===== config.mk =====
export PLATFORM = sky130hd
export DESIGN_NAME = jbi_mondo_top
export DESIGN_NICKNAME = d
export VERILOG_FILES = /design/src/design/jbi_mondo_pkg.sv /design/src/design/jbi_ncio_makq_ram.sv /design/src/design/jbi_ncio_makq_ctl.sv /design/src/design/jbi_mondo_rx.sv /design/src/design/jbi_mondo_reply.sv /design/src/design/jbi_mondo_top.sv
export VERILOG_INCLUDE_DIRS = /design/src /design/src/include
export SDC_FILE = /design/constraint.sdc
export NUM_CORES = 1
export LEC_CHECK = 0
export ABC_AREA = 1
export BUFFER_PORTS_ARGS = -buffer_cell sky130_fd_sc_hd__buf_2
export CAP_MARGIN = 5
export CORE_MARGIN = 5
export CORE_UTILIZATION = 30
export CTS_CLUSTER_DIAMETER = 100
export DETAILED_ROUTE_END_ITERATION = 16
export PLACE_DENSITY = 0.47
export SLEW_MARGIN = 20
export SYNTH_ARGS = -nofsm -noshare
export SYNTH_HDL_FRONTEND = slang
export SYNTH_HIERARCHICAL = 1
export SYNTH_SLANG_ARGS = --single-unit

===== constraint.sdc =====
create_clock -name clk -period 2.5 [get_ports clk]
set_input_delay 0.375 -clock clk [delete_from_list [all_inputs] [get_ports clk]]
set_output_delay 0.375 -clock clk [all_outputs]
set_load 0.02 [all_outputs]

===== src/include/jbi_mondo_config.svh =====
//**************************************************************************
// JBus mondo path sizes
// Depth of the mondo ack queue, ID field widths and the minimum
// spacing of JBus replies
//**************************************************************************

`ifndef JBI_MONDO_CONFIG_SVH
`define JBI_MONDO_CONFIG_SVH

// Mondo ack queue slots
`define JBI_MAKQ_DEPTH 8

// Slot index, pointers add one wrap bit on top
`define JBI_MAKQ_ADDR_WIDTH 3

// JBus interrupt ID fields
`define JBI_AD_INT_AGTID_WIDTH 5
`define JBI_AD_INT_CPUID_WIDTH 6

// Idle cycles required between two JBus replies
`define JBI_MONDO_REPLY_GAP 3

// Gap counter width, must hold JBI_MONDO_REPLY_GAP
`define JBI_MONDO_GAP_WIDTH 2

`endif


===== src/design/jbi_mondo_pkg.sv =====
//**************************************************************************
// JBus mondo path types
// Word layouts shared by the receive, queue and reply blocks
//**************************************************************************

`include "jbi_mondo_config.svh"

package jbi_mondo_pkg;

   // One ID queue word, 11 bits
   typedef struct packed {
      logic [`JBI_AD_INT_AGTID_WIDTH-1:0] agnt_id;
      logic [`JBI_AD_INT_CPUID_WIDTH-1:0] cpu_id;
   } makq_entry_t;

   // Interrupt word as it arrives from JBus
   // Parity makes all 12 bits odd
   typedef struct packed {
      logic [`JBI_AD_INT_AGTID_WIDTH-1:0] agnt_id;
      logic [`JBI_AD_INT_CPUID_WIDTH-1:0] cpu_id;
      logic                               parity;
   } mondo_in_t;

   // Reply word back to JBus
   typedef struct packed {
      logic                               ack;     // 1 = ack, 0 = nack
      logic [`JBI_AD_INT_AGTID_WIDTH-1:0] agnt_id;
      logic [`JBI_AD_INT_CPUID_WIDTH-1:0] cpu_id;
   } mondo_reply_t;

endpackage


===== src/design/jbi_ncio_makq_ram.sv =====
//**************************************************************************
// Mondo ID queue storage
// Register file, clocked write and combinational read
//**************************************************************************

`include "jbi_mondo_config.svh"

module jbi_ncio_makq_ram
   import jbi_mondo_pkg::*;
(
   input  logic                            clk,
   input  logic                            makq_wr_en,
   input  logic [`JBI_MAKQ_ADDR_WIDTH-1:0] makq_waddr,
   input  logic [`JBI_MAKQ_ADDR_WIDTH-1:0] makq_raddr,
   input  makq_entry_t                     makq_wdata,
   output makq_entry_t                     makq_rdata
);

   makq_entry_t mem [`JBI_MAKQ_DEPTH];

   // Write at end of push cycle
   always_ff @(posedge clk) begin
      if (makq_wr_en) begin
         mem[makq_waddr] <= makq_wdata;
      end
   end

   // Read data meaningful only while the queue holds an acked slot
   assign makq_rdata = mem[makq_raddr];

endmodule


===== src/design/jbi_ncio_makq_ctl.sv =====
//**************************************************************************
// Mondo ack queue control
// ID, ack and read pointers of the mondo ack queue, one ack bit per
// slot, and the fill level of acked but unreplied mondos
//**************************************************************************

`include "jbi_mondo_config.svh"

module jbi_ncio_makq_ctl (
   input  logic                            clk,
   input  logic                            rst_n,
   input  logic                            makq_push,
   input  logic                            makq_nack,
   input  logic                            iob_mondo_ack,
   input  logic                            iob_mondo_nack,
   input  logic                            mondo_pop,
   output logic                            makq_wr_en,
   output logic [`JBI_MAKQ_ADDR_WIDTH-1:0] makq_waddr,
   output logic [`JBI_MAKQ_ADDR_WIDTH-1:0] makq_raddr,
   output logic                            mondo_req,
   output logic                            mondo_ack,
   output logic [`JBI_MAKQ_ADDR_WIDTH:0]   makq_level
);

   // Pointers carry a wrap bit above the slot index
   logic [`JBI_MAKQ_ADDR_WIDTH:0] id_wptr;
   logic [`JBI_MAKQ_ADDR_WIDTH:0] ack_wptr;
   logic [`JBI_MAKQ_ADDR_WIDTH:0] rptr;
   logic [`JBI_MAKQ_DEPTH-1:0]    ack;

   logic [`JBI_MAKQ_ADDR_WIDTH:0] next_id_wptr;
   logic [`JBI_MAKQ_ADDR_WIDTH:0] next_ack_wptr;
   logic [`JBI_MAKQ_ADDR_WIDTH:0] next_rptr;
   logic [`JBI_MAKQ_DEPTH-1:0]    next_ack;
   logic [`JBI_MAKQ_ADDR_WIDTH:0] next_level;

   logic bad_push;
   logic ack_push;
   logic makq_empty;
   logic makq_full;

   //**************************************************************************
   // Push
   //**************************************************************************

   // ID slot taken by every incoming word
   assign next_id_wptr = makq_push ? id_wptr + 1'b1 : id_wptr;
   assign makq_wr_en   = makq_push;
   assign makq_waddr   = id_wptr[`JBI_MAKQ_ADDR_WIDTH-1:0];

   // Parity error word is nacked here instead of by the IOB
   assign bad_push = makq_push & makq_nack;
   assign ack_push = iob_mondo_ack | iob_mondo_nack | bad_push;

   always_comb begin
      next_ack = ack;
      if (ack_push) begin
         next_ack[ack_wptr[`JBI_MAKQ_ADDR_WIDTH-1:0]] = iob_mondo_ack & ~bad_push;
      end
   end

   assign next_ack_wptr = ack_push ? ack_wptr + 1'b1 : ack_wptr;

   //**************************************************************************
   // Pop
   //**************************************************************************

   assign next_rptr = mondo_pop ? rptr + 1'b1 : rptr;

   // Only slots with a recorded ack bit are visible to the reply side
   assign makq_empty = rptr == ack_wptr;
   assign makq_raddr = rptr[`JBI_MAKQ_ADDR_WIDTH-1:0];
   assign mondo_req  = ~makq_empty;
   assign mondo_ack  = ack[rptr[`JBI_MAKQ_ADDR_WIDTH-1:0]];

   // Up/down count, simultaneous write and pop cancel
   always_comb begin
      case ({ack_push, mondo_pop})
         2'b10:   next_level = makq_level + 1'b1;
         2'b01:   next_level = makq_level - 1'b1;
         default: next_level = makq_level;
      endcase
   end

   //**************************************************************************
   // State
   //**************************************************************************

   always_ff @(posedge clk or negedge rst_n) begin
      if (!rst_n) begin
         id_wptr    <= '0;
         ack_wptr   <= '0;
         rptr       <= '0;
         ack        <= '0;
         makq_level <= '0;
      end else begin
         id_wptr    <= next_id_wptr;
         ack_wptr   <= next_ack_wptr;
         rptr       <= next_rptr;
         ack        <= next_ack;
         makq_level <= next_level;
      end
   end

   //**************************************************************************
   // Checks
   //**************************************************************************

   // Every ID slot in use, replied or not
   assign makq_full =
      (id_wptr[`JBI_MAKQ_ADDR_WIDTH] != rptr[`JBI_MAKQ_ADDR_WIDTH]) &&
      (id_wptr[`JBI_MAKQ_ADDR_WIDTH-1:0] == rptr[`JBI_MAKQ_ADDR_WIDTH-1:0]);

   a_no_overflow : assert property (@(posedge clk) disable iff (!rst_n)
      makq_push |-> !makq_full)
      else $error("jbi_ncio_makq_ctl: MAKQ overflow");

   a_no_underflow : assert property (@(posedge clk) disable iff (!rst_n)
      mondo_pop |-> !makq_empty)
      else $error("jbi_ncio_makq_ctl: MAKQ underflow");

   a_iob_onehot : assert property (@(posedge clk) disable iff (!rst_n)
      !(iob_mondo_ack && iob_mondo_nack))
      else $error("jbi_ncio_makq_ctl: IOB ack and nack together");

   // Keeps ack slots lined up with ID slots
   a_bad_push_aligned : assert property (@(posedge clk) disable iff (!rst_n)
      bad_push |-> ack_wptr == id_wptr)
      else $error("jbi_ncio_makq_ctl: bad parity push with IOB mondo pending");

   a_bad_push_alone : assert property (@(posedge clk) disable iff (!rst_n)
      bad_push |-> !(iob_mondo_ack || iob_mondo_nack))
      else $error("jbi_ncio_makq_ctl: IOB response during bad parity push");

endmodule


===== src/design/jbi_mondo_rx.sv =====
//**************************************************************************
// JBus mondo receive
// Registers interrupt words, checks odd parity, pushes every word into
// the ID queue and forwards only good words to the IOB
//**************************************************************************

module jbi_mondo_rx
   import jbi_mondo_pkg::*;
(
   input  logic        clk,
   input  logic        rst_n,
   input  logic        mondo_in_valid,
   input  mondo_in_t   mondo_in,
   output logic        makq_push,
   output logic        makq_nack,
   output logic        iob_mondo_req,
   output makq_entry_t makq_wdata,
   output makq_entry_t iob_mondo_entry
);

   logic      mondo_valid_q;
   mondo_in_t mondo_q;
   logic      par_ok;

   // Input strobe flop
   always_ff @(posedge clk or negedge rst_n) begin
      if (!rst_n) begin
         mondo_valid_q <= 1'b0;
      end else begin
         mondo_valid_q <= mondo_in_valid;
      end
   end

   // Word flop loaded only with a strobe
   always_ff @(posedge clk) begin
      if (mondo_in_valid) begin
         mondo_q <= mondo_in;
      end
   end

   // Odd parity over all 12 bits
   assign par_ok = ^mondo_q;

   // Every word takes a queue slot
   assign makq_push = mondo_valid_q;
   // Bad parity gets nacked on JBus and never reaches the IOB
   assign makq_nack = mondo_valid_q & ~par_ok;
   assign iob_mondo_req = mondo_valid_q & par_ok;

   assign makq_wdata.agnt_id = mondo_q.agnt_id;
   assign makq_wdata.cpu_id  = mondo_q.cpu_id;
   assign iob_mondo_entry    = makq_wdata;

   // Each pushed word is classified as good or bad
   a_push_classified : assert property (@(posedge clk) disable iff (!rst_n)
      makq_push |-> !$isunknown({makq_nack, iob_mondo_req}))
      else $error("jbi_mondo_rx: push with unknown parity result");

endmodule


===== src/design/jbi_mondo_reply.sv =====
//**************************************************************************
// JBus mondo reply
// Pops the ack queue in order and issues one ack or nack reply per
// mondo, keeping a minimum gap between replies
//**************************************************************************

`include "jbi_mondo_config.svh"

module jbi_mondo_reply
   import jbi_mondo_pkg::*;
(
   input  logic         clk,
   input  logic         rst_n,
   input  logic         mondo_req,
   input  logic         mondo_ack,
   input  makq_entry_t  makq_rdata,
   output logic         mondo_pop,
   output logic         reply_valid,
   output mondo_reply_t reply
);

   logic [`JBI_MONDO_GAP_WIDTH-1:0] gap_cnt;

   // Pop as soon as the spacing allows
   assign mondo_pop = mondo_req & (gap_cnt == '0);

   //**************************************************************************
   // Reply spacing
   //**************************************************************************

   // Loaded on pop, so the next pop is GAP+1 cycles later at the earliest
   always_ff @(posedge clk or negedge rst_n) begin
      if (!rst_n) begin
         gap_cnt <= '0;
      end else if (mondo_pop) begin
         gap_cnt <= `JBI_MONDO_GAP_WIDTH'(`JBI_MONDO_REPLY_GAP);
      end else if (gap_cnt != '0) begin
         gap_cnt <= gap_cnt - 1'b1;
      end
   end

   //**************************************************************************
   // Reply word
   //**************************************************************************

   always_ff @(posedge clk or negedge rst_n) begin
      if (!rst_n) begin
         reply_valid <= 1'b0;
      end else begin
         reply_valid <= mondo_pop;
      end
   end

   // Captured from the head slot in the pop cycle
   always_ff @(posedge clk) begin
      if (mondo_pop) begin
         reply.ack     <= mondo_ack;
         reply.agnt_id <= makq_rdata.agnt_id;
         reply.cpu_id  <= makq_rdata.cpu_id;
      end
   end

   // Replies on JBus never closer than the required gap
   a_reply_gap : assert property (@(posedge clk) disable iff (!rst_n)
      mondo_pop |=> !mondo_pop [* `JBI_MONDO_REPLY_GAP])
      else $error("jbi_mondo_reply: reply gap violated");

endmodule


===== src/design/jbi_mondo_top.sv =====
//**************************************************************************
// JBus mondo path
// Receive, ack queue control and storage, and reply blocks
//**************************************************************************

`include "jbi_mondo_config.svh"

module jbi_mondo_top
   import jbi_mondo_pkg::*;
(
   input  logic                          clk,
   input  logic                          rst_n,
   input  logic                          mondo_in_valid,
   input  mondo_in_t                     mondo_in,
   input  logic                          iob_mondo_ack,
   input  logic                          iob_mondo_nack,
   output logic                          iob_mondo_req,
   output makq_entry_t                   iob_mondo_entry,
   output logic                          reply_valid,
   output mondo_reply_t                  reply,
   output logic [`JBI_MAKQ_ADDR_WIDTH:0] makq_level
);

   // Receive to queue
   logic        makq_push;
   logic        makq_nack;
   makq_entry_t makq_wdata;

   // Queue control to storage
   logic                            makq_wr_en;
   logic [`JBI_MAKQ_ADDR_WIDTH-1:0] makq_waddr;
   logic [`JBI_MAKQ_ADDR_WIDTH-1:0] makq_raddr;
   makq_entry_t                     makq_rdata;

   // Queue to reply
   logic mondo_req;
   logic mondo_ack;
   logic mondo_pop;

   jbi_mondo_rx rx_i (
      .clk             (clk),
      .rst_n           (rst_n),
      .mondo_in_valid  (mondo_in_valid),
      .mondo_in        (mondo_in),
      .makq_push       (makq_push),
      .makq_nack       (makq_nack),
      .iob_mondo_req   (iob_mondo_req),
      .makq_wdata      (makq_wdata),
      .iob_mondo_entry (iob_mondo_entry)
   );

   jbi_ncio_makq_ctl makq_ctl_i (
      .clk            (clk),
      .rst_n          (rst_n),
      .makq_push      (makq_push),
      .makq_nack      (makq_nack),
      .iob_mondo_ack  (iob_mondo_ack),
      .iob_mondo_nack (iob_mondo_nack),
      .mondo_pop      (mondo_pop),
      .makq_wr_en     (makq_wr_en),
      .makq_waddr     (makq_waddr),
      .makq_raddr     (makq_raddr),
      .mondo_req      (mondo_req),
      .mondo_ack      (mondo_ack),
      .makq_level     (makq_level)
   );

   jbi_ncio_makq_ram makq_ram_i (
      .clk        (clk),
      .makq_wr_en (makq_wr_en),
      .makq_waddr (makq_waddr),
      .makq_raddr (makq_raddr),
      .makq_wdata (makq_wdata),
      .makq_rdata (makq_rdata)
   );

   jbi_mondo_reply reply_i (
      .clk         (clk),
      .rst_n       (rst_n),
      .mondo_req   (mondo_req),
      .mondo_ack   (mondo_ack),
      .makq_rdata  (makq_rdata),
      .mondo_pop   (mondo_pop),
      .reply_valid (reply_valid),
      .reply       (reply)
   );

endmodule


==> flow_summary.toml, run 1 <==
[global_routing]
grt.met3_usage_pct = 3.107
globalRoute.totalOverflow = 0
gr-usage-met1_pct = 15.82
grt_first_pass_wirelength_microns = 22440
grt_most_used_layer = "met2"
overall_global_routing_resource_usage_pct = 11.90
grt_pass1_vias = 4269
grt_util_met2_pct = 19.05
grt_start_max_net_pins = 45
antenna_found_initial = 0

[floorplanning]
effective_utilization_at_floorplan_pct = 30.68
num_io_pins = 46
die_width_microns = 157.1
num_rows = 53
die_area_sq_um = 24670
core_sq_um = 21150
fp.dieH_microns = 157.1

[drt]
viasPerCell = 4.159
drcViolationCount = 0
wl_per_cell_microns = 13.26
routed-via-count = 4205
ant_nets = 0
drt_first_iter_violations = 255
finalWirelength_microns = 13410
drt-pass1-iter-count = 4

[yosys]
syn-num-nets = 690
synth_cell_types = 29
synth_enable_flop_cells = 112
yosysWarnings = 6
synth_area_in_adders_pct = 1.350
area_of_the_mapped_netlist_sq_um = 6490
synth_compound_gate_area_share_pct = 1.581
post_synthesis_sequential_element_count = 139
synthesis.instances = 666
seq_total_area_yosys_pct = 62.23
synth_ff_type = "edfxtp_1"
yosys.area_share.xor_xnor_pct = 2.410
syn_avg_cell_area_sq_um = 9.745
post_synth_and_or_nand_nor_area_fraction_pct = 19.97
synthArstFlopShare_pct = 19.42
dominant_combinational_cell_family_by_area_after_synthesis = "simple AND/OR/NAND/NOR gates"
multiplexer_share_of_the_synthesized_area_pct = 0.1735

[sta]
timing.slew.headroom_pct = 57.26
pins_over_slew_limit = 0
timing.final.crit_share_pct = 92.74
finalClockSkew_ns = 0.02321
unrepaired_setup_endpoints_after_global_routing = "yes"
worst_slew_pin_slew_ns = 0.6412
min_cycle_time_layout_ns = 2.318
fin_setup_tns_ns = 0
final-setup-viol-count = 0
max_freq_mhz = 431.3
hold_viol_final = 0

[layout]
antenna-diode-count = 0
flow.area_growth_from_synthesis_pct = 18.16
drive_above_1_share_pct = 19.97
instances_no_fill = 1011
final_util_pct = 36.25
final_nets = 747
num-fill-cells = 2083

[critical_path]
r2r-end = "makq_ctl_i/makq_level[2]"
critical_path.max_fanout = 5
cp_data_required_time_ns = 2.85
worst_setup_path_start_kind = "flip-flop"
worstReg2RegStart = "rx_i/iob_mondo_entry[1]"
worstSetupEndpointType = "flip-flop"
r2r_slack_ns = 0.18
crit_arrival_ns = 2.67
ff2ff_path_depth = 20
path_class = "reg -> reg"

[pwr]
ir_drop_uv = 550.0
static-leakage-power_nw = 3.586
cellPowerDensity_nw_per_um2 = 1166
total_power_mw = 8.939

[hold_path]
worstHoldEndpoint = "rx_i/iob_mondo_entry[1]"
hold_path.class = "in -> reg"
timing.hold.worst_path_depth = 1
min-delay-start = "mondo_in[2]"

[clocking]
root_buffer = "clkbuf_16"
clock_sink_count = 139
clkLatencyLatePin_ns = 0.43
cts_inserted_buffers = 17
cts_max_path_buffers = 2
cts_max_level = 4
cts.reportedPaths.clkPinSlew_ns = 0.06
tritoncts_clock_tree = "yes"

[outcome]
run_status = "completed"

[placed_design]
place.detailed.instances = 974
detailed_place_hpwl_microns = 8730
port_buffers = 45
globalplace.congestion = 0.7212

[job]
timing.max_cap.violations = 0
cell usage after synthesis, types with 3 or more instances:
master    instances  area (sq um)
xnor2_1           9         78.83
nand2_2           4         25.02
inv_1           121         454.2
inv_2             3         11.26
buf_4            29         217.7
o21ai_1           8         40.04
dfrtp_1          27         675.7
nand3_1          49         245.2
nor2_1           20         75.07
ha_1              7         87.58
buf_2             6         30.03
xor2_1            7         61.31
o21ai_0           8         40.04
buf_6             5         56.30
nand2_1         234         878.3
edfxtp_1        112          3363
power breakdown:
| group | switching [mW] | internal [mW] | total, mW | leakage, nW |
|---|---|---|---|---|
| Combinational | 2.01 | 1.01 | 3.03 | 1.95 |
| Sequential | 0.263 | 3.16 | 3.42 | 1.36 |
| Clock | 1.01 | 1.49 | 2.49 | 0.276 |
| Total | 3.28 | 5.66 | 8.94 | 3.59 |
worst max path at each step:
stage / startpoint / to / depth (start not counted)
after floorplan: makq_ctl_i/rptr[0] / makq_ctl_i/makq_level[2] / 13
after global placement: rx_i/iob_mondo_entry[4] / makq_ctl_i/makq_level[2] / 19
after detailed placement: rx_i/iob_mondo_entry[4] / makq_ctl_i/makq_level[2] / 19
after CTS: rx_i/iob_mondo_entry[4] / makq_ctl_i/makq_level[2] / 19
after global routing: rx_i/iob_mondo_entry[4] / makq_ctl_i/makq_level[2] / 20
final: rx_i/iob_mondo_entry[1] / makq_ctl_i/makq_level[2] / 20
area by class of cell:
type | instances | area [sq um] | area share (%)
Sequential cell | 139 | 4039 | 52.67
Multi-Input combinational cell | 358 | 1722 | 22.45
Tap cell | 275 | 344.1 | 4.487
Inverter | 127 | 485.5 | 6.331
Clock inverter | 14 | 158.9 | 2.072
Timing Repair Buffer | 80 | 490.5 | 6.396
Clock buffer | 18 | 429.2 | 5.596
sequential cells by signal, summed over array words and instances, names as in the netlist, 2 cells and up:
name and count:
reply_i/reply 12, reply_i/gap_cnt 2, makq_ctl_i/ack_wptr 4, rx_i/iob_mondo_entry 11
makq_ctl_i/id_wptr 3, makq_ctl_i/makq_level 4, makq_ctl_i/ack 8, makq_ram_i/mem 88
makq_ctl_i/rptr 4
repair_timing:
action	CTS	global route
setup endpoints to repair	0	3
hold endpoints to repair	7	0
hold buffers	1	0
resized for setup	0	24
setup buffers	0	4
worst max-delay path: stages, from the launching register on:
cell and delay [ns]:
edfxtp_1 0.45, inv_2 0.08, nand2_1 0.06, nand2_2 0.06, nand2_1 0.05, nand2_1 0.07, nand2_2 0.07, nand2_2 0.07
nand2_2 0.05, a21oi_2 0.14, nand2_2 0.09, nand3_4 0.13, inv_6 0.04, ha_4 0.16, nand2_1 0.07, inv_2 0.05
nor2_4 0.10, ha_2 0.18, a21oi_2 0.04, xor2_1 0.16, o21ai_1 0.13
layout by cell type, fill, tap and decap left out, types with 2 or more instances in the layout:
cell,instances
nand2_1,226
inv_1,117
edfxtp_1,112
nand3_1,48
buf_2,45
buf_4,34
dfrtp_1,27
nor2_1,18
clkbuf_16,17
nand2_2,12
o21ai_1,9
xnor2_1,8
inv_2,7
o21ai_0,7
xor2_1,7
inv_6,6
clkinvlp_4,4
ha_1,4
clkinv_2,2
bufinv_16,2
nor2_4,2
o22ai_1,2
nand4_1,2
a21oi_2,2
xnor2_2,2
ha_2,2
cells by family after synthesis:
family,Yosys count
adders and majority gates,7
muxes,1
DFF,139
xor gates and xnor gates,17
and+or+nand+nor,313
AOI/OAI and AO/OA,20
buffers and inverters,169
layer usage:
metal,wire (microns),vias to the layer above
met5,0,-
met1,6149,1960
li1,-,2157
met4,150,0
met3,602,7
met2,6507,81
through the flow:
stage          instance area, sq um  setup slack [ns]  hold slack [ns]
5_1_grt                        7669          -0.02407          0.09988
6_report                       7669            0.1816           0.1154
4_1_cts                        7571          0.009628           0.1030
2_1_floorplan                  6490            0.2314          0.07941
3_3_place_gp                   6973           0.08582           0.4355
3_5_place_dp                   6973           0.02078           0.4465
Note: power is estimated with default switching activity, not from simulation.
==> run 2, diff against run 1 <==
--- a/config.mk
+++ b/config.mk
@@ -6,14 +6,13 @@
 export SDC_FILE = /design/constraint.sdc
 export NUM_CORES = 1
 export LEC_CHECK = 0
-export ABC_AREA = 1
 export BUFFER_PORTS_ARGS = -buffer_cell sky130_fd_sc_hd__buf_2
 export CAP_MARGIN = 5
 export CORE_MARGIN = 5
 export CORE_UTILIZATION = 30
 export CTS_CLUSTER_DIAMETER = 100
 export DETAILED_ROUTE_END_ITERATION = 16
-export PLACE_DENSITY = 0.47
+export PLACE_DENSITY = 0.48
 export SLEW_MARGIN = 20
 export SYNTH_ARGS = -nofsm -noshare
 export SYNTH_HDL_FRONTEND = slang
==> run 2 against run 1 <==
Effect of this change:
- the flow now finishes with violations (negative setup slack)
- critical path depth down 8
- flip-flop and latch count unchanged
- critical path type unchanged
- largest power group unchanged
- combinational power down 17%
- hold slack better by 0.017 ns
- cell area down 7.0%
- die area down 9.6%
- highest routed layer unchanged
- setup slack worse by 0.26 ns
- wire length down 19%
- fmax down 10%
- clock power down 2%
==> flow_summary.toml, run 2 <==
[floorplanning]
num_rows = 51
core_sq_um = 19270
effective_utilization_at_floorplan_pct = 30.23
num_io_pins = 46
fp.dieH_microns = 149.4
die_area_sq_um = 22310
die_width_microns = 149.4

[layout]
num-fill-cells = 1855
fin_area_sq_um = 7136
flow.area_growth_from_synthesis_pct = 22.49
most_used_cells_in_the_layout_excluding_fill_and_tap_cells = "edfxtp_1, buf_2, buf_4"
final_nets = 401
largest_register_ff_count = 88
drive_above_1_share_pct = 40.77
antenna-diode-count = 0
top_register = "makq_ram_i/mem"
layout_commonest_cell = "edfxtp_1"

[global_routing]
grt_start_max_net_pins = 28
antenna_found_initial = 0
overall_global_routing_resource_usage_pct = 10.33
globalRoute.totalOverflow = 0
grt_first_pass_wirelength_microns = 17020
grt_pass1_vias = 3013

[drt]
wirelength_met1_microns = 5125
met2WireLength_microns = 5302
ant_nets = 0
viasPerCell = 4.250
sum_of_met3_wire_segment_lengths_after_detailed_routing_microns = 300
routed-via-count = 2784
wl_per_cell_microns = 16.52
drt-pass1-iter-count = 4
drt_first_iter_violations = 137
finalWirelength_microns = 10820
top_signal_layer_used = "met4"
drcViolationCount = 0

[yosys]
synth_area_in_adders_pct = 1.503
synthDominantCellAreaShare_pct = 57.73
yosysWarnings = 6
synth.top_cells.by_area = "edfxtp_1, dfrtp_1, mux4_1, mux2_2, buf_4"
syn-num-nets = 331
synthesis.instances = 307
yosys.area_share.xor_xnor_pct = 4.059
multiplexer_share_of_the_synthesized_area_pct = 15.91
seq_total_area_yosys_pct = 69.33
post_synth_and_or_nand_nor_area_fraction_pct = 3.759
post_synthesis_sequential_element_count = 139
synth_compound_gate_area_share_pct = 1.052
area_of_the_mapped_netlist_sq_um = 5826
synthTopCellsByCount = "edfxtp_1, dfrtp_1, buf_4"
synth_ff_type = "edfxtp_1"
synth_cell_types = 36
syn_avg_cell_area_sq_um = 18.98
dominant_combinational_cell_family_by_area_after_synthesis = "multiplexers"
synth.most_common_cell = "edfxtp_1"
synthArstFlopShare_pct = 19.42
synth_enable_flop_cells = 112
netlist.top_cell.by_area = "edfxtp_1"

[placed_design]
port_buffers = 45
detailed_place_hpwl_microns = 6656
placed_cell_area_sq_um = 6417
globalplace.congestion = 0.6615

[job]
timing.max_cap.violations = 0

[critical_path]
path_class = "reg -> reg"
cp-endpoint = "makq_ctl_i/makq_level[2]"
critical_path.n_buffers_inverters = 0
worstSetupEndpointType = "flip-flop"
cp_slowest_cell = "edfxtp_1"
startpoint = "rx_i/iob_mondo_entry[5]"
cp_data_required_time_ns = 2.79
worstReg2RegStart = "rx_i/iob_mondo_entry[5]"
r2r_slack_ns = -0.08
crit_arrival_ns = 2.87
ff2ff_path_depth = 12
worst_setup_path_start_kind = "flip-flop"
critical_path.max_fanout = 2
cpPeakStageDelay_ns = 0.42
cp_top_family = "XOR/XNOR gates"
timing.critical_path.depth = 12
critical_path.cell_chain = "xnor2_2, xnor2_2, xnor2_2, mux2i_4, a211oi_4, ha_2, xor2_1, ha_2, a21oi_2, xor2_1, nor2_1, xor2_1"
r2r-end = "makq_ctl_i/makq_level[2]"

[outcome]
violations = "negative setup slack"
run_status = "complete, but fails checks"

[clocking]
cts_inserted_buffers = 17
cts.reportedPaths.clkPinSlew_ns = 0.06
cts_max_level = 4
cts_max_path_buffers = 2
clkLatencyLatePin_ns = 0.41
clock_sink_count = 139
tritoncts_clock_tree = "yes"
root_buffer = "clkbuf_16"

[pwr]
cellPowerDensity_nw_per_um2 = 1169
ir_drop_uv = 445.4
static-leakage-power_nw = 2.659

[hold_path]
min-delay-start = "mondo_in[1]"
hold_path.class = "in -> reg"

[sta]
post-route-worst-setup-slack_ns = -0.07766
worst_hold_slack_ns = 0.1322
finalClockSkew_ns = 0.01098
min_cycle_time_layout_ns = 2.578
timing.final.crit_share_pct = 103.1
unrepaired_setup_endpoints_after_global_routing = "yes"
final-setup-viol-count = 2
fin_setup_tns_ns = -0.1189
timing.slew.headroom_pct = 58.48
hold_viol_final = 0
pins_over_slew_limit = 0
max_freq_mhz = 387.9
worst_slew_pin_slew_ns = 0.6227
run 2: changes by cell type after synthesis, moves of 22 or more:
cell     previous run  this run
mux2_2              1        23
nand3_1            49         2
mux4_1              0        22
inv_1             121         3
nand2_1           234         7
run 2: area by class of cell:
class / count / area, sq um / area share [%]
Inverter: 3 / 11.26 / 0.1578
Tap cell: 265 / 331.6 / 4.647
Clock buffer: 18 / 429.2 / 6.014
Timing Repair Buffer: 85 / 539.3 / 7.557
Clock inverter: 14 / 145.1 / 2.034
Multi-Input combinational cell: 131 / 1640 / 22.99
Sequential cell: 139 / 4039 / 56.60
run 2: kinds of logic (layout without fill, tap and decap cells):
family          after synthesis  after routing
compound gates                7              7
xor+xnor                     27             27
fa+ha+maj                     7              7
buf+inv                      37            120
flops                       139            139
mux                          51             51
simple gates                 39             39
run 2: metal layers:
layer / global-route usage (%) / vias up
li1: - / 1310
met3: 3.039 / 4
met2: 16.45 / 51
met1: 13.41 / 1419
met4: 3.844 / 0
met5: 0 / -
run 2: worst min-delay path by stage:
stage / to / slack (ns) / cells after the start
after floorplan: makq_ctl_i/ack[0] / 0.08 / 0
after global placement: makq_ctl_i/ack[1] / 0.43 / 1
after detailed placement: makq_ctl_i/ack[1] / 0.45 / 1
after CTS: rx_i/mondo_q[0] / 0.11 / 1
after global routing: rx_i/iob_mondo_entry[5] / 0.11 / 1
final: rx_i/iob_mondo_entry[0] / 0.13 / 1
run 2: power breakdown:
group	leakage (nW)	internal, mW	switching (mW)
clock network	0.276	1.47	0.960
logic	1.04	1.25	1.25
registers	1.35	3.14	0.275
run 2: repair_timing:
item	in CTS	in global routing
hold buffers	1	0
buffers inserted	3	4
gates resized for setup	9	10
endpoints found under the hold margin	20	0
pin swaps	8	8
setup endpoints to repair	10	13
run 2: through the flow:
stage	worst slack [ns]	std cells	utilization, %	power, mW
after floorplan	-0.1305	307	-	5.204
after global placement	-0.2269	619	33.30	5.912
after detailed placement	-0.2870	619	33.30	5.944
after CTS	-0.2117	652	36.63	8.457
after global routing	-0.2554	655	37.03	8.799
final	-0.07766	655	37.03	8.345
==> run 3, diff against run 2 <==
--- a/config.mk
+++ b/config.mk
@@ -12,6 +12,7 @@
 export CORE_UTILIZATION = 30
 export CTS_CLUSTER_DIAMETER = 100
 export DETAILED_ROUTE_END_ITERATION = 16
+export GPL_TIMING_DRIVEN = 0
 export PLACE_DENSITY = 0.48
 export SLEW_MARGIN = 20
 export SYNTH_ARGS = -nofsm -noshare
==> run 3 against run 2 <==
Effect of this change:
- the flow still finishes with violations (negative setup slack)
- count of clock-buffer cells in the layout shrank 1
- flip-flop and latch count is the same
- final cell count grew 0.76%
- global-route usage shrank 0.17 points
- wire length shrank 2.4%
- critical endpoint unchanged
- register-to-register slack is essentially flat
- critical path type unchanged
==> flow_summary.toml, run 3 (synthesis gave the netlist of run 2 again) <==
[drt]
finalWirelength_microns = 10560
wirelength_met1_microns = 4827
drt-pass1-iter-count = 4
wl_per_cell_microns = 15.99
routed-via-count = 2815
drcViolationCount = 0
ant_nets = 0
top_signal_layer_used = "met4"
drt_first_iter_violations = 112
met2WireLength_microns = 5079
sum_of_met3_wire_segment_lengths_after_detailed_routing_microns = 456
viasPerCell = 4.265

[critical_path]
cpPeakStageDelay_ns = 0.45
path_class = "reg -> reg"
critical_path.cell_chain = "xnor2_2, xnor2_2, xnor2_2, mux2i_2, a211oi_4, ha_2, xor2_1, ha_2, a21oi_2, xor2_1, nor2_1, xor2_1"
crit_arrival_ns = 2.89
worstSetupEndpointType = "flip-flop"
r2r-end = "makq_ctl_i/makq_level[2]"
ff2ff_path_depth = 12
worst_setup_path_start_kind = "flip-flop"
cp_data_required_time_ns = 2.80
worstReg2RegStart = "rx_i/iob_mondo_entry[8]"
r2r_slack_ns = -0.09
cp_slowest_cell = "edfxtp_1"
critical_path.max_fanout = 3
startpoint = "rx_i/iob_mondo_entry[8]"

[sta]
max_freq_mhz = 385.8
final-setup-viol-count = 3
min_cycle_time_layout_ns = 2.592
timing.slew.headroom_pct = 45.20
hold_viol_final = 0
unrepaired_setup_endpoints_after_global_routing = "yes"
worst_slew_pin_slew_ns = 0.8212
timing.final.crit_share_pct = 103.7
finalClockSkew_ns = 0.006027
pins_over_slew_limit = 0
fin_setup_tns_ns = -0.1900
post-route-worst-setup-slack_ns = -0.09217

[layout]
largest_register_ff_count = 88
layout_commonest_cell = "edfxtp_1"
fin_area_sq_um = 7197
flow.area_growth_from_synthesis_pct = 23.54
final_nets = 407
antenna-diode-count = 0
drive_above_1_share_pct = 42.78
most_used_cells_in_the_layout_excluding_fill_and_tap_cells = "edfxtp_1, buf_2, buf_4"
top_register = "makq_ram_i/mem"

[floorplanning]
core_sq_um = 19270
fp.dieH_microns = 149.4
die_width_microns = 149.4
die_area_sq_um = 22310
num_rows = 51
num_io_pins = 46
effective_utilization_at_floorplan_pct = 30.23

[global_routing]
grt_pass1_vias = 2854
grt_first_pass_wirelength_microns = 16480
antenna_found_initial = 0
overall_global_routing_resource_usage_pct = 10.16
grt_start_max_net_pins = 28
globalRoute.totalOverflow = 0

[clocking]
root_buffer = "clkbuf_16"
clkLatencyLatePin_ns = 0.42
cts.reportedPaths.clkPinSlew_ns = 0.06
tritoncts_clock_tree = "yes"
cts_inserted_buffers = 17
clock_sink_count = 139
cts_max_path_buffers = 2
cts_max_level = 4

[placed_design]
placement.setup.worst_slack_ns = -0.6332
port_buffers = 45
globalplace.congestion = 0.7023
detailed_place_hpwl_microns = 6806
placed_cell_area_sq_um = 6439

[job]
timing.max_cap.violations = 0

[hold_path]
hold_path.class = "in -> reg"
min-delay-start = "mondo_in[9]"
timing.hold.worst_path_depth = 1
worstHoldEndpoint = "rx_i/iob_mondo_entry[8]"

[pwr]
comb_power_share_pct = 29.8
switching_power_mw = 2.492
internal_power_mw = 5.957
clock_power_share_pct = 29.8
power.sequential.fraction_pct = 40.4
cellPowerDensity_nw_per_um2 = 1174
static-leakage-power_nw = 2.677
power.switching_fraction_pct = 29.50
ir_drop_uv = 458.1

[outcome]
violations = "negative setup slack"
run_status = "complete, but fails checks"
==> run 3: layout make-up <==
| type | instances | area (sq um) |
|---|---|---|
| clock inverter | 14 | 170.2 |
| timing repair buffer | 57 | 325.3 |
| multi-input combinational | 131 | 1650 |
| tap | 265 | 331.6 |
| inverter | 3 | 11.26 |
| sequential | 139 | 4039 |
| buffer | 34 | 244.0 |
| fill | 1814 | 12070 |
| clock buffer | 17 | 425.4 |
==> run 3: metal layers <==
metal	GRT usage, %	vias to the layer above
met5	0	-
met4	3.982	0
met3	3.616	12
met2	15.57	67
met1	13.24	1415
li1	-	1321
==> run 3: worst max-delay path by stage <==
stage | to | slack [ns] | depth (start not counted)
final | makq_ctl_i/makq_level[2] | -0.09 | 12
after global routing | makq_ctl_i/makq_level[2] | -0.26 | 12
after detailed placement | makq_ctl_i/makq_level[2] | -0.63 | 12
after global placement | makq_ctl_i/makq_level[2] | -0.57 | 12
after CTS | makq_ctl_i/makq_level[2] | -0.18 | 12
after floorplan | makq_ctl_i/makq_level[2] | -0.13 | 12
==> run 3: power by group through the flow <==
| stage | registers [mW] | clock network [mW] | logic (mW) |
|---|---|---|---|
| final | 3.42 | 2.51 | 2.52 |
| after global routing | 3.48 | 2.70 | 2.75 |
| after CTS | 3.42 | 2.59 | 2.53 |
| after detailed placement | 3.47 | 0 | 2.49 |
| after global placement | 3.44 | 0 | 2.40 |
| after floorplan | 3.59 | 0 | 1.62 |
==> run 3: timing repair <==
action,CTS,global route
resized for setup,5,9
endpoints found under the hold margin,27,0
setup buffers,6,3
pin swaps,4,1
hold buffers,1,0
setup endpoints to repair,11,9
==> run 3: through the flow <==
stage	hold WS, ns	util [%]	std cells	power (mW)
6_report	0.1297	37.35	660	8.450
5_1_grt	0.1048	37.35	660	8.928
4_1_cts	0.1051	36.96	657	8.542
3_5_place_dp	0.4451	33.41	619	5.954
3_3_place_gp	0.4274	33.16	617	5.845
2_1_floorplan	0.07941	-	307	5.204
==> run 3: critical path, delay by kind of cell, from the launching register on <==
kind	cells	cell delay, ns
muxes	1	0.34
xor gates and xnor gates	6	1.00
adders and majority gates	2	0.39
and+or+nand+nor	1	0.07
AOI/OAI and AO/OA	2	0.23
DFF	1	0.45
